**config.mk**
```make
export PLATFORM = sky130hd
export DESIGN_NAME = dualDecode
export DESIGN_NICKNAME = d
export VERILOG_FILES = /design/src/dualIssuePkg.sv /design/src/instrControl.sv /design/src/immExtend.sv /design/src/regFile.sv /design/src/issueHazardUnit.sv /design/src/dualDecode.sv
export SDC_FILE = /design/constraint.sdc
export NUM_CORES = 2
export LEC_CHECK = 0
export ABC_CLOCK_PERIOD_IN_PS = 2900
export BUFFER_PORTS_ARGS = -buffer_cell sky130_fd_sc_hd__buf_4
export CAP_MARGIN = 20
export CORE_MARGIN = 2
export CORE_UTILIZATION = 63
export DETAILED_ROUTE_END_ITERATION = 12
export GPL_ROUTABILITY_DRIVEN = 0
export GPL_TIMING_DRIVEN = 0
export HOLD_SLACK_MARGIN = 0.12
export PLACE_DENSITY = 0.82
export REMOVE_ABC_BUFFERS = 1
export SLEW_MARGIN = 20
export SYNTH_ARGS = -nofsm -noshare
export SYNTH_HDL_FRONTEND = slang
export SYNTH_SLANG_ARGS = --single-unit
```
**constraint.sdc**
```tcl
create_clock -name clk -period 2.9 [get_ports clk]
set_input_delay 0.58 -clock clk [delete_from_list [all_inputs] [get_ports clk]]
set_output_delay 0.58 -clock clk [all_outputs]
set_load 0.005 [all_outputs]
```
**src/dualIssuePkg.sv**
```systemverilog
package dualIssuePkg;

    // alu operation codes
    typedef enum logic [3:0] {
        aluAdd   = 4'd0,
        aluSub   = 4'd1,
        aluSll   = 4'd2,
        aluSlt   = 4'd3,
        aluSltu  = 4'd4,
        aluXor   = 4'd5,
        aluSrl   = 4'd6,
        aluSra   = 4'd7,
        aluOr    = 4'd8,
        aluAnd   = 4'd9,
        aluPassB = 4'd10  // lui passes the immediate straight through
    } aluOp;

    typedef enum logic [2:0] {
        immI = 3'd0,
        immS = 3'd1,
        immB = 3'd2,
        immU = 3'd3,
        immJ = 3'd4
    } immKind;

    typedef enum logic [1:0] {
        resAlu = 2'd0,
        resMem = 2'd1,
        resPc4 = 2'd2  // link address for jal/jalr
    } resultSel;

    typedef enum logic [1:0] {
        jumpNone = 2'd0,
        jumpJal  = 2'd1,
        jumpJalr = 2'd2
    } jumpKind;

    typedef struct packed {
        logic       regWrite;
        resultSel   resultSrc;
        logic       memWrite;
        jumpKind    jump;
        logic       branch;
        logic [2:0] branchType;         // funct3 of the branch
        aluOp       aluControl;
        logic       aluSrcA;            // 1 selects pc
        logic       aluSrcB;            // 1 selects immediate
        immKind     immSrc;
        logic [2:0] addressingControl;  // load/store width and sign
    } ctrlSignals;

    // everything execute needs for one slot
    typedef struct packed {
        logic [4:0]  rs1;
        logic [4:0]  rs2;
        logic [4:0]  rd;
        logic [31:0] rdata1;
        logic [31:0] rdata2;
        logic [31:0] immExt;
        ctrlSignals  ctrl;
    } slotDecode;

    typedef struct packed {
        logic        en;
        logic [4:0]  addr;
        logic [31:0] data;
    } regWritePort;

    localparam logic [6:0] opLoad   = 7'b0000011;
    localparam logic [6:0] opStore  = 7'b0100011;
    localparam logic [6:0] opBranch = 7'b1100011;
    localparam logic [6:0] opJal    = 7'b1101111;
    localparam logic [6:0] opJalr   = 7'b1100111;
    localparam logic [6:0] opOpImm  = 7'b0010011;
    localparam logic [6:0] opOp     = 7'b0110011;
    localparam logic [6:0] opLui    = 7'b0110111;
    localparam logic [6:0] opAuipc  = 7'b0010111;

endpackage

```
**src/instrControl.sv**
```systemverilog
`timescale 1ns/1ns

module instrControl (
    input  logic [6:0]              opcode,
    input  logic [2:0]              funct3,
    input  logic [6:0]              funct7,
    output dualIssuePkg::ctrlSignals ctrl
);

    // funct3 picks the operation, alt selects sub/sra
    function automatic dualIssuePkg::aluOp aluFromFunct(
        input logic [2:0] f3,
        input logic       alt
    );
        dualIssuePkg::aluOp op;
        case (f3)
            3'b000: begin
                if (alt) op = dualIssuePkg::aluSub;
                else     op = dualIssuePkg::aluAdd;
            end
            3'b001: op = dualIssuePkg::aluSll;
            3'b010: op = dualIssuePkg::aluSlt;
            3'b011: op = dualIssuePkg::aluSltu;
            3'b100: op = dualIssuePkg::aluXor;
            3'b101: begin
                if (alt) op = dualIssuePkg::aluSra;
                else     op = dualIssuePkg::aluSrl;
            end
            3'b110: op = dualIssuePkg::aluOr;
            default: op = dualIssuePkg::aluAnd;
        endcase
        return op;
    endfunction

    logic immShiftAlt;  // srai is the only op-imm that looks at funct7

    assign immShiftAlt = (funct3 == 3'b101) && funct7[5];

    always_comb begin
        ctrl = '0;  // unknown opcodes fall out as a no-op
        case (opcode)
            dualIssuePkg::opLoad: begin
                ctrl.regWrite          = 1'b1;
                ctrl.resultSrc         = dualIssuePkg::resMem;
                ctrl.aluSrcB           = 1'b1;
                ctrl.immSrc            = dualIssuePkg::immI;
                ctrl.aluControl        = dualIssuePkg::aluAdd;  // address calc
                ctrl.addressingControl = funct3;
            end
            dualIssuePkg::opStore: begin
                ctrl.memWrite          = 1'b1;
                ctrl.aluSrcB           = 1'b1;
                ctrl.immSrc            = dualIssuePkg::immS;
                ctrl.aluControl        = dualIssuePkg::aluAdd;
                ctrl.addressingControl = funct3;
            end
            dualIssuePkg::opBranch: begin
                ctrl.branch     = 1'b1;
                ctrl.branchType = funct3;
                ctrl.immSrc     = dualIssuePkg::immB;
                ctrl.aluControl = dualIssuePkg::aluSub;  // compare operands
            end
            dualIssuePkg::opJal: begin
                ctrl.regWrite   = 1'b1;
                ctrl.resultSrc  = dualIssuePkg::resPc4;
                ctrl.jump       = dualIssuePkg::jumpJal;
                ctrl.aluSrcA    = 1'b1;  // target is pc + imm
                ctrl.aluSrcB    = 1'b1;
                ctrl.immSrc     = dualIssuePkg::immJ;
                ctrl.aluControl = dualIssuePkg::aluAdd;
            end
            dualIssuePkg::opJalr: begin
                ctrl.regWrite   = 1'b1;
                ctrl.resultSrc  = dualIssuePkg::resPc4;
                ctrl.jump       = dualIssuePkg::jumpJalr;
                ctrl.aluSrcB    = 1'b1;  // target is rs1 + imm
                ctrl.immSrc     = dualIssuePkg::immI;
                ctrl.aluControl = dualIssuePkg::aluAdd;
            end
            dualIssuePkg::opOpImm: begin
                ctrl.regWrite   = 1'b1;
                ctrl.aluSrcB    = 1'b1;
                ctrl.immSrc     = dualIssuePkg::immI;
                ctrl.aluControl = aluFromFunct(funct3, immShiftAlt);
            end
            dualIssuePkg::opOp: begin
                ctrl.regWrite   = 1'b1;
                ctrl.aluControl = aluFromFunct(funct3, funct7[5]);
            end
            dualIssuePkg::opLui: begin
                ctrl.regWrite   = 1'b1;
                ctrl.aluSrcB    = 1'b1;
                ctrl.immSrc     = dualIssuePkg::immU;
                ctrl.aluControl = dualIssuePkg::aluPassB;
            end
            dualIssuePkg::opAuipc: begin
                ctrl.regWrite   = 1'b1;
                ctrl.aluSrcA    = 1'b1;
                ctrl.aluSrcB    = 1'b1;
                ctrl.immSrc     = dualIssuePkg::immU;
                ctrl.aluControl = dualIssuePkg::aluAdd;
            end
            default: begin
                ctrl = '0;  // fence, system and anything else
            end
        endcase
    end

endmodule

```
**src/immExtend.sv**
```systemverilog
`timescale 1ns/1ns

// imm holds instruction bits 31..7, so instr[k] sits at imm[k-7]
module immExtend (
    input  logic [24:0]          imm,
    input  dualIssuePkg::immKind immSrc,
    output logic [31:0]          immExt
);

    logic sign;  // instruction bit 31

    assign sign = imm[24];

    always_comb begin
        case (immSrc)
            dualIssuePkg::immI: begin
                immExt = {{20{sign}}, imm[24:13]};
            end
            dualIssuePkg::immS: begin
                immExt = {{20{sign}}, imm[24:18], imm[4:0]};
            end
            dualIssuePkg::immB: begin
                // instr[31], instr[7], instr[30:25], instr[11:8]
                immExt = {{19{sign}}, sign, imm[0], imm[23:18], imm[4:1], 1'b0};
            end
            dualIssuePkg::immU: begin
                immExt = {imm[24:5], 12'b0};
            end
            dualIssuePkg::immJ: begin
                // instr[31], instr[19:12], instr[20], instr[30:21]
                immExt = {{11{sign}}, sign, imm[12:5], imm[13], imm[23:14], 1'b0};
            end
            default: begin
                immExt = '0;
            end
        endcase
    end

endmodule

```
**src/regFile.sv**
```systemverilog
`timescale 1ns/1ns

module regFile (
    input  logic                      clk,
    input  logic [4:0]                rAddr1,
    input  logic [4:0]                rAddr2,
    input  logic [4:0]                rAddr4,
    input  logic [4:0]                rAddr5,
    input  dualIssuePkg::regWritePort wb1,
    input  dualIssuePkg::regWritePort wb2,
    output logic [31:0]               rData1,
    output logic [31:0]               rData2,
    output logic [31:0]               rData4,
    output logic [31:0]               rData5,
    output logic [31:0]               a0,
    output logic [31:0]               a1
);

    logic [31:0] regs [1:31];  // x0 has no storage

    // slot 2 is later in program order, so its write lands last
    always_ff @(posedge clk) begin
        if (wb1.en && (wb1.addr != 5'd0)) begin
            regs[wb1.addr] <= wb1.data;
        end
        if (wb2.en && (wb2.addr != 5'd0)) begin
            regs[wb2.addr] <= wb2.data;
        end
    end

    function automatic logic [31:0] readReg(input logic [4:0] addr);
        logic [31:0] value;
        if (addr == 5'd0) begin
            value = '0;
        end else begin
            value = regs[addr];
        end
        return value;
    endfunction

    always_comb begin
        rData1 = readReg(rAddr1);  // slot 1 rs1
        rData2 = readReg(rAddr2);  // slot 1 rs2
        rData4 = readReg(rAddr4);  // slot 2 rs1
        rData5 = readReg(rAddr5);  // slot 2 rs2
    end

    // abi return registers, watched by the testbench
    assign a0 = regs[10];
    assign a1 = regs[11];

endmodule

```
**src/issueHazardUnit.sv**
```systemverilog
`timescale 1ns/1ns

module issueHazardUnit (
    input  logic                     clk,
    input  logic                     rstN,
    input  dualIssuePkg::ctrlSignals slot1Ctrl,
    input  logic [4:0]               slot1Rd,
    input  logic [6:0]               slot2Opcode,
    input  logic [4:0]               slot2Rs1,
    input  logic [4:0]               slot2Rs2,
    input  logic [4:0]               slot2Rd,
    input  logic                     slot2RegWrite,
    output logic                     stallSlot2,
    output logic                     holdSlot1Next
);

    logic usesRs1;
    logic usesRs2;
    logic slot1Writes;
    logic ctrlHazard;
    logic rawHazard;
    logic wawHazard;

    // field bits are garbage for formats that have no such source
    assign usesRs1 = !((slot2Opcode == dualIssuePkg::opLui)   ||
                       (slot2Opcode == dualIssuePkg::opAuipc) ||
                       (slot2Opcode == dualIssuePkg::opJal));
    assign usesRs2 = (slot2Opcode == dualIssuePkg::opOp)    ||
                     (slot2Opcode == dualIssuePkg::opStore) ||
                     (slot2Opcode == dualIssuePkg::opBranch);

    assign slot1Writes = slot1Ctrl.regWrite && (slot1Rd != 5'd0);  // x0 never conflicts

    // slot 2 may be on the wrong path behind a control transfer
    assign ctrlHazard = slot1Ctrl.branch || (slot1Ctrl.jump != dualIssuePkg::jumpNone);

    assign rawHazard = slot1Writes &&
                       ((usesRs1 && (slot2Rs1 == slot1Rd)) ||
                        (usesRs2 && (slot2Rs2 == slot1Rd)));

    assign wawHazard = slot1Writes && slot2RegWrite && (slot2Rd == slot1Rd);

    assign stallSlot2 = ctrlHazard || rawHazard || wawHazard;

    always_ff @(posedge clk or negedge rstN) begin
        if (!rstN) begin
            holdSlot1Next <= 1'b0;
        end else begin
            holdSlot1Next <= stallSlot2;  // slot 1 waits while slot 2 reissues
        end
    end

endmodule

```
**src/dualDecode.sv**
```systemverilog
`timescale 1ns/1ns

module dualDecode (
    input  logic                      clk,
    input  logic                      rstN,
    input  logic [31:0]               instr1,
    input  logic [31:0]               instr2,
    input  dualIssuePkg::regWritePort wb1,
    input  dualIssuePkg::regWritePort wb2,
    output dualIssuePkg::slotDecode   slot1,
    output dualIssuePkg::slotDecode   slot2,
    output logic                      stallSlot2,
    output logic                      holdSlot1Next,
    output logic [31:0]               a0,
    output logic [31:0]               a1
);

    logic [4:0]  rs1A, rs2A, rdA;  // slot 1 fields
    logic [4:0]  rs1B, rs2B, rdB;  // slot 2 fields
    logic [31:0] rData1, rData2, rData4, rData5;
    logic [31:0] immExt1, immExt2;

    dualIssuePkg::ctrlSignals ctrl1;
    dualIssuePkg::ctrlSignals ctrl2;

    assign rs1A = instr1[19:15];
    assign rs2A = instr1[24:20];
    assign rdA  = instr1[11:7];
    assign rs1B = instr2[19:15];
    assign rs2B = instr2[24:20];
    assign rdB  = instr2[11:7];

    instrControl ctrlDec1 (
        .opcode (instr1[6:0]),
        .funct3 (instr1[14:12]),
        .funct7 (instr1[31:25]),
        .ctrl   (ctrl1)
    );

    instrControl ctrlDec2 (
        .opcode (instr2[6:0]),
        .funct3 (instr2[14:12]),
        .funct7 (instr2[31:25]),
        .ctrl   (ctrl2)
    );

    immExtend immGen1 (.imm(instr1[31:7]), .immSrc(ctrl1.immSrc), .immExt(immExt1));
    immExtend immGen2 (.imm(instr2[31:7]), .immSrc(ctrl2.immSrc), .immExt(immExt2));

    regFile regs (
        .clk    (clk),
        .rAddr1 (rs1A),
        .rAddr2 (rs2A),
        .rAddr4 (rs1B),
        .rAddr5 (rs2B),
        .wb1    (wb1),
        .wb2    (wb2),
        .rData1 (rData1),
        .rData2 (rData2),
        .rData4 (rData4),
        .rData5 (rData5),
        .a0     (a0),
        .a1     (a1)
    );

    issueHazardUnit hazard (
        .clk           (clk),
        .rstN          (rstN),
        .slot1Ctrl     (ctrl1),
        .slot1Rd       (rdA),
        .slot2Opcode   (instr2[6:0]),
        .slot2Rs1      (rs1B),
        .slot2Rs2      (rs2B),
        .slot2Rd       (rdB),
        .slot2RegWrite (ctrl2.regWrite),
        .stallSlot2    (stallSlot2),
        .holdSlot1Next (holdSlot1Next)
    );

    // operands come from read ports 1/2 for slot 1 and 4/5 for slot 2
    assign slot1 = '{rs1: rs1A, rs2: rs2A, rd: rdA,
                     rdata1: rData1, rdata2: rData2,
                     immExt: immExt1, ctrl: ctrl1};

    assign slot2 = '{rs1: rs1B, rs2: rs2B, rd: rdB,
                     rdata1: rData4, rdata2: rData5,
                     immExt: immExt2, ctrl: ctrl2};

endmodule

```
==> out/qor.txt, run 1 <==
H-tree depth -> 3
Gr usage total -> 0.802
Inserted Clock Buffers -> 111
Die Ht -> 358 µm
Exit stage -> 5_1_grt
Top Ports -> 474
Yosys warns -> 0
Post-synth EDFFs -> 1024
DPL Wire Length -> 212 mm
Initial Util -> 0.636
Largest net degree at the start of global routing -> 69
Status -> did not finish
Root buffer selected by CTS -> clkbuf_16
Seq/Total Area, Yosys -> 0.390
Synth Register Bits -> 1025
Max Root-Sink Buffers -> 3
Post-synth design cell area -> 0.0789 mm²
Ys flop type -> edfxtp_1
Row cnt -> 129
Mapped Cells -> 5450
First-pass GRT wire length -> 704 mm
First error -> [ERROR GRT-0116] Global routing finished with congestion. Check the congestion regions in the DRC Viewer.
Pre-CTS setup slack -> -2.12 ns
Clock Sinks -> 1025
FFs w/ async S/R, synth -> 0.000976
Distinct cell type count after synthesis -> 73
Die Wd -> 358 µm
Overflow after GRT -> 3
Syn avg cell area -> 14.5 µm²
Vias in the first global route -> 83300
IO Port Bufs -> 473
per-stage QoR:
step,instance area (µm²),std cells
2_1_floorplan,74900,4696
3_3_place_gp,80500,6806
3_5_place_dp,87100,7050
4_1_cts,102000,7765
cells by family after synthesis:
kind of cell | count (synthesis) | synth area share
muxes | 2454 | 0.458
DFF | 1025 | 0.390
buffers and inverters | 794 | 0.0519
AOI/OAI and AO/OA | 725 | 0.0708
and+or+nand+nor | 436 | 0.0274
xor gates and xnor gates | 15 | 0.00167
other | 1 | 0.0000476
per-layer routing:
layer / track usage / overflow
met1: 0.774 / 0
met2: 0.908 / 2
met3: 0.749 / 0
met4: 0.762 / 1
met5: 0.641 / 0
Yosys cell counts, drive strengths merged, types with 28 or more instances:
cell type	number	area, µm²
a22oi	165	1240
mux2	1144	12900
a31oi	75	469
nand2	139	522
a221oi	38	333
a22o	44	385
mux4	808	18200
nand2b	30	188
mux2i	502	5020
a2111oi	58	599
o21ai	55	275
a221o	33	330
nor2	92	363
buf	388	2570
o221ai	59	517
nor2b	42	263
a21o	30	225
nor3	28	140
a21oi	43	215
o22ai	41	257
edfxtp	1024	30700
clkbuf	397	1490
repair_timing:
item | in CTS
hold endpoints to repair | 1
resized for setup | 854
gates cloned | 119
hold buffers | 1
buffers inserted | 395
setup endpoints to repair | 272
pin swaps | 138
==> inputs of run 2 (changes only) <==
- CORE_UTILIZATION: 63 -> 40
- HOLD_SLACK_MARGIN: 0.12 -> unset
- PLACE_DENSITY: 0.82 -> unset
- PLACE_DENSITY_LB_ADDON: unset -> 0.15
==> run 2 against run 1 <==
Net effect: the flow now finishes, with violations (negative setup slack); area after synthesis is the same; synthesized cell count is the same.
==> out/qor.txt, run 2 <==
Status -> complete, but fails checks
Failing checks -> negative setup slack
Biggest registers after layout -> regs.regs: 1024 flops, hazard.holdSlot1Next: 1 flops
Initial DRT Pass Iterations -> 7
Layout Nets -> 6259
Overflow after GRT -> 0
Row cnt -> 162 (+26%)
Setup crit start kind -> primary input
Most frequent cells in the layout -> mux2_2, edfxtp_1, mux4_2, buf_4, mux2i_1
CTS tree -> done
Gr usage total -> 0.416
Root buffer selected by CTS -> clkbuf_16
WS Path Type -> in -> out
DRT antenna net count -> 0
Top-count cell post-synth -> mux2_2
# fillers -> 15600
FFs w/ async S/R, synth -> 0.000976 (unchanged)
Crit end category -> output port
Detailed-route vias per instance -> 7.54
Routed wire length -> 431 mm
Layout Utilization -> 0.543
Clock-pin slew on the worst setup and hold paths -> 0.07 ns
Worst relative slew slack -> 0.285
Hold slack -> 0.0753 ns
Setup TNS -> -32.87 ns
Hold Violations, Final -> 0
H-tree depth -> 4 (+1)
Via count -> 66800
Most common cell after layout, fill and taps aside -> mux2_2
Lkg Pwr -> 37.5 nW
Worst hold path type -> in -> async
Least-Margin Pin Slew -> 1.06 ns
Critical Path End -> slot1[106]
Inserted Clock Buffers -> 132 (+19%)
RSZ-0062 raised after global routing -> true
DPL Wire Length -> 244 mm (+15%)
PD cells -> 429 mW/mm²
Die Wd -> 448 µm (+25%)
Ranking of synthesized cells by area -> edfxtp_1, mux4_2, mux2_2
Post-synth top area cell -> edfxtp_1
Vias in the first global route -> 63100
Top Ports -> 474 (unchanged)
Max VDD drop -> 0.535 mV
Max reg flops -> 1024
Ys flop type -> edfxtp_1
Die area -> 0.201 mm²
Top reg by flops -> regs.regs
Area grow syn2layout -> 34.5%
Final Cell Area -> 0.106 mm²
Post-layout worst setup margin -> -0.497 ns
Max Cap Viol -> 0
Die Ht -> 448 µm (+25%)
Max Root-Sink Buffers -> 3 (unchanged)
Drt wl/cell -> 48.7 µm
DRC viols -> 0
IO Port Bufs -> 473 (unchanged)
Initial DRC count -> 12100
Syn avg cell area -> 14.5 µm² (unchanged)
Minimum clock period -> 3.40 ns
Pre-CTS setup slack -> -2.36 ns (-0.236 ns)
Mapped Cells -> 5450 (unchanged)
Max frequency -> 294 MHz
Final period util -> 1.17
Layout cells sized above 1 -> 0.633
Largest net degree at the start of global routing -> 55
Required time of the critical path -> 2.32 ns
First-pass GRT wire length -> 561 mm
Placeable Area -> 0.195 mm²
Initial Util -> 0.404 (-0.233)
Initial antenna violation count -> 18
Synth top area share -> 0.390 (unchanged)
Seq/Total Area, Yosys -> 0.390 (unchanged)
Most common library cells after synthesis -> mux2_2, edfxtp_1, mux4_2
Distinct cell type count after synthesis -> 73 (unchanged)
Post-synth design cell area -> 0.0789 mm² (unchanged)
CP startpoint -> instr1[15]
Crit-path max FO -> 7
Yosys warns -> 0 (unchanged)
Slew Limit Fails -> 0
Final setup viols -> 142
Critical Path AT -> 2.82 ns
Post-synth EDFFs -> 1024 (unchanged)
Synth Register Bits -> 1025 (unchanged)
Clock Sinks -> 1025 (unchanged)
Area post-placement -> 0.0894 mm² (+2.6%)
==> run 2: what timing repair did <==
item	4_1_cts	5_1_grt
cloned	107	14
pin swaps	129	119
setup buffers	301	109
hold buffers	1	0
resized for setup	725	281
endpoints found under the setup margin	217	166
hold endpoints to repair	1	0
==> run 2: layout make-up <==
class	count	area (µm²)	area share
Multi-Input combinational cell	3664	49100	0.463
Sequential cell	1025	30800	0.290
Timing Repair Buffer	1285	18500	0.174
Clock buffer	165	3580	0.0337
Tap cell	2624	3280	0.0310
Clock inverter	70	748	0.00706
Inverter	9	33.8	0.000319
Antenna cell	12	30.0	0.000283
==> run 2: power by group <==
part | total [W] | switching [W] | internal, W
logic | 0.0112 | 0.00590 | 0.00534
registers | 0.0171 | 0.000343 | 0.0167
clock network | 0.0172 | 0.00721 | 0.00998
total | 0.0455 | 0.0135 | 0.0321
==> run 2: per-stage QoR <==
step,instances,power [W]
after floorplan,4696,0.0211
after global placement,7793,0.0255
after detailed placement,8083,0.0256
after CTS,8727,0.0446
after global routing,8847,0.0462
final,8854,0.0455
==> run 2: layer usage <==
layer  vias up  track usage  wire length, µm
li1      24100            -                -
met1     34200        0.502           144000
met2      6590        0.599           183000
met3      1906        0.156            62400
met4        20        0.322            41000
met5         -      0.00337              314
==> run 2: how the worst min path moves through the flow <==
stage	start	endpoint	slack [ns]	cells after the start
5_1_grt	rstN	hazard.holdSlot1Next$_DFF_PN0_	0.07	2
6_report	rstN	hazard.holdSlot1Next$_DFF_PN0_	0.08	2
3_3_place_gp	rstN	hazard.holdSlot1Next$_DFF_PN0_	0.36	1
4_1_cts	rstN	hazard.holdSlot1Next$_DFF_PN0_	0.08	2
3_5_place_dp	rstN	hazard.holdSlot1Next$_DFF_PN0_	0.36	1
2_1_floorplan	rstN	hazard.holdSlot1Next$_DFF_PN0_	0.28	0
==> run 2: cell families (layout without fill, tap and decap cells) <==
| kind of cell | Yosys count | after routing | share of synthesized area |
|---|---|---|---|
| multiplexers | 2454 | 2454 | 0.458 |
| flip-flops | 1025 | 1025 | 0.390 |
| buffers and inverters | 794 | 1529 | 0.0519 |
| other | 1 | 44 | 0.0000476 |
| XOR/XNOR | 15 | 15 | 0.00167 |
| AND/OR/NAND/NOR | 436 | 438 | 0.0274 |
| AO/OA/AOI/OAI | 725 | 725 | 0.0708 |
==> run 2: critical path, cell delays in order <==
cell	delay, ns
buf_16	0.11
buf_16	0.14
buf_16	0.14
buf_16	0.13
or3_4	0.37
buf_12	0.15
buf_16	0.16
o221ai_4	0.15
a221oi_2	0.08
a2111oi_4	0.57
buf_4	0.21
No activity file was read; power rests on OpenSTA's default activity.
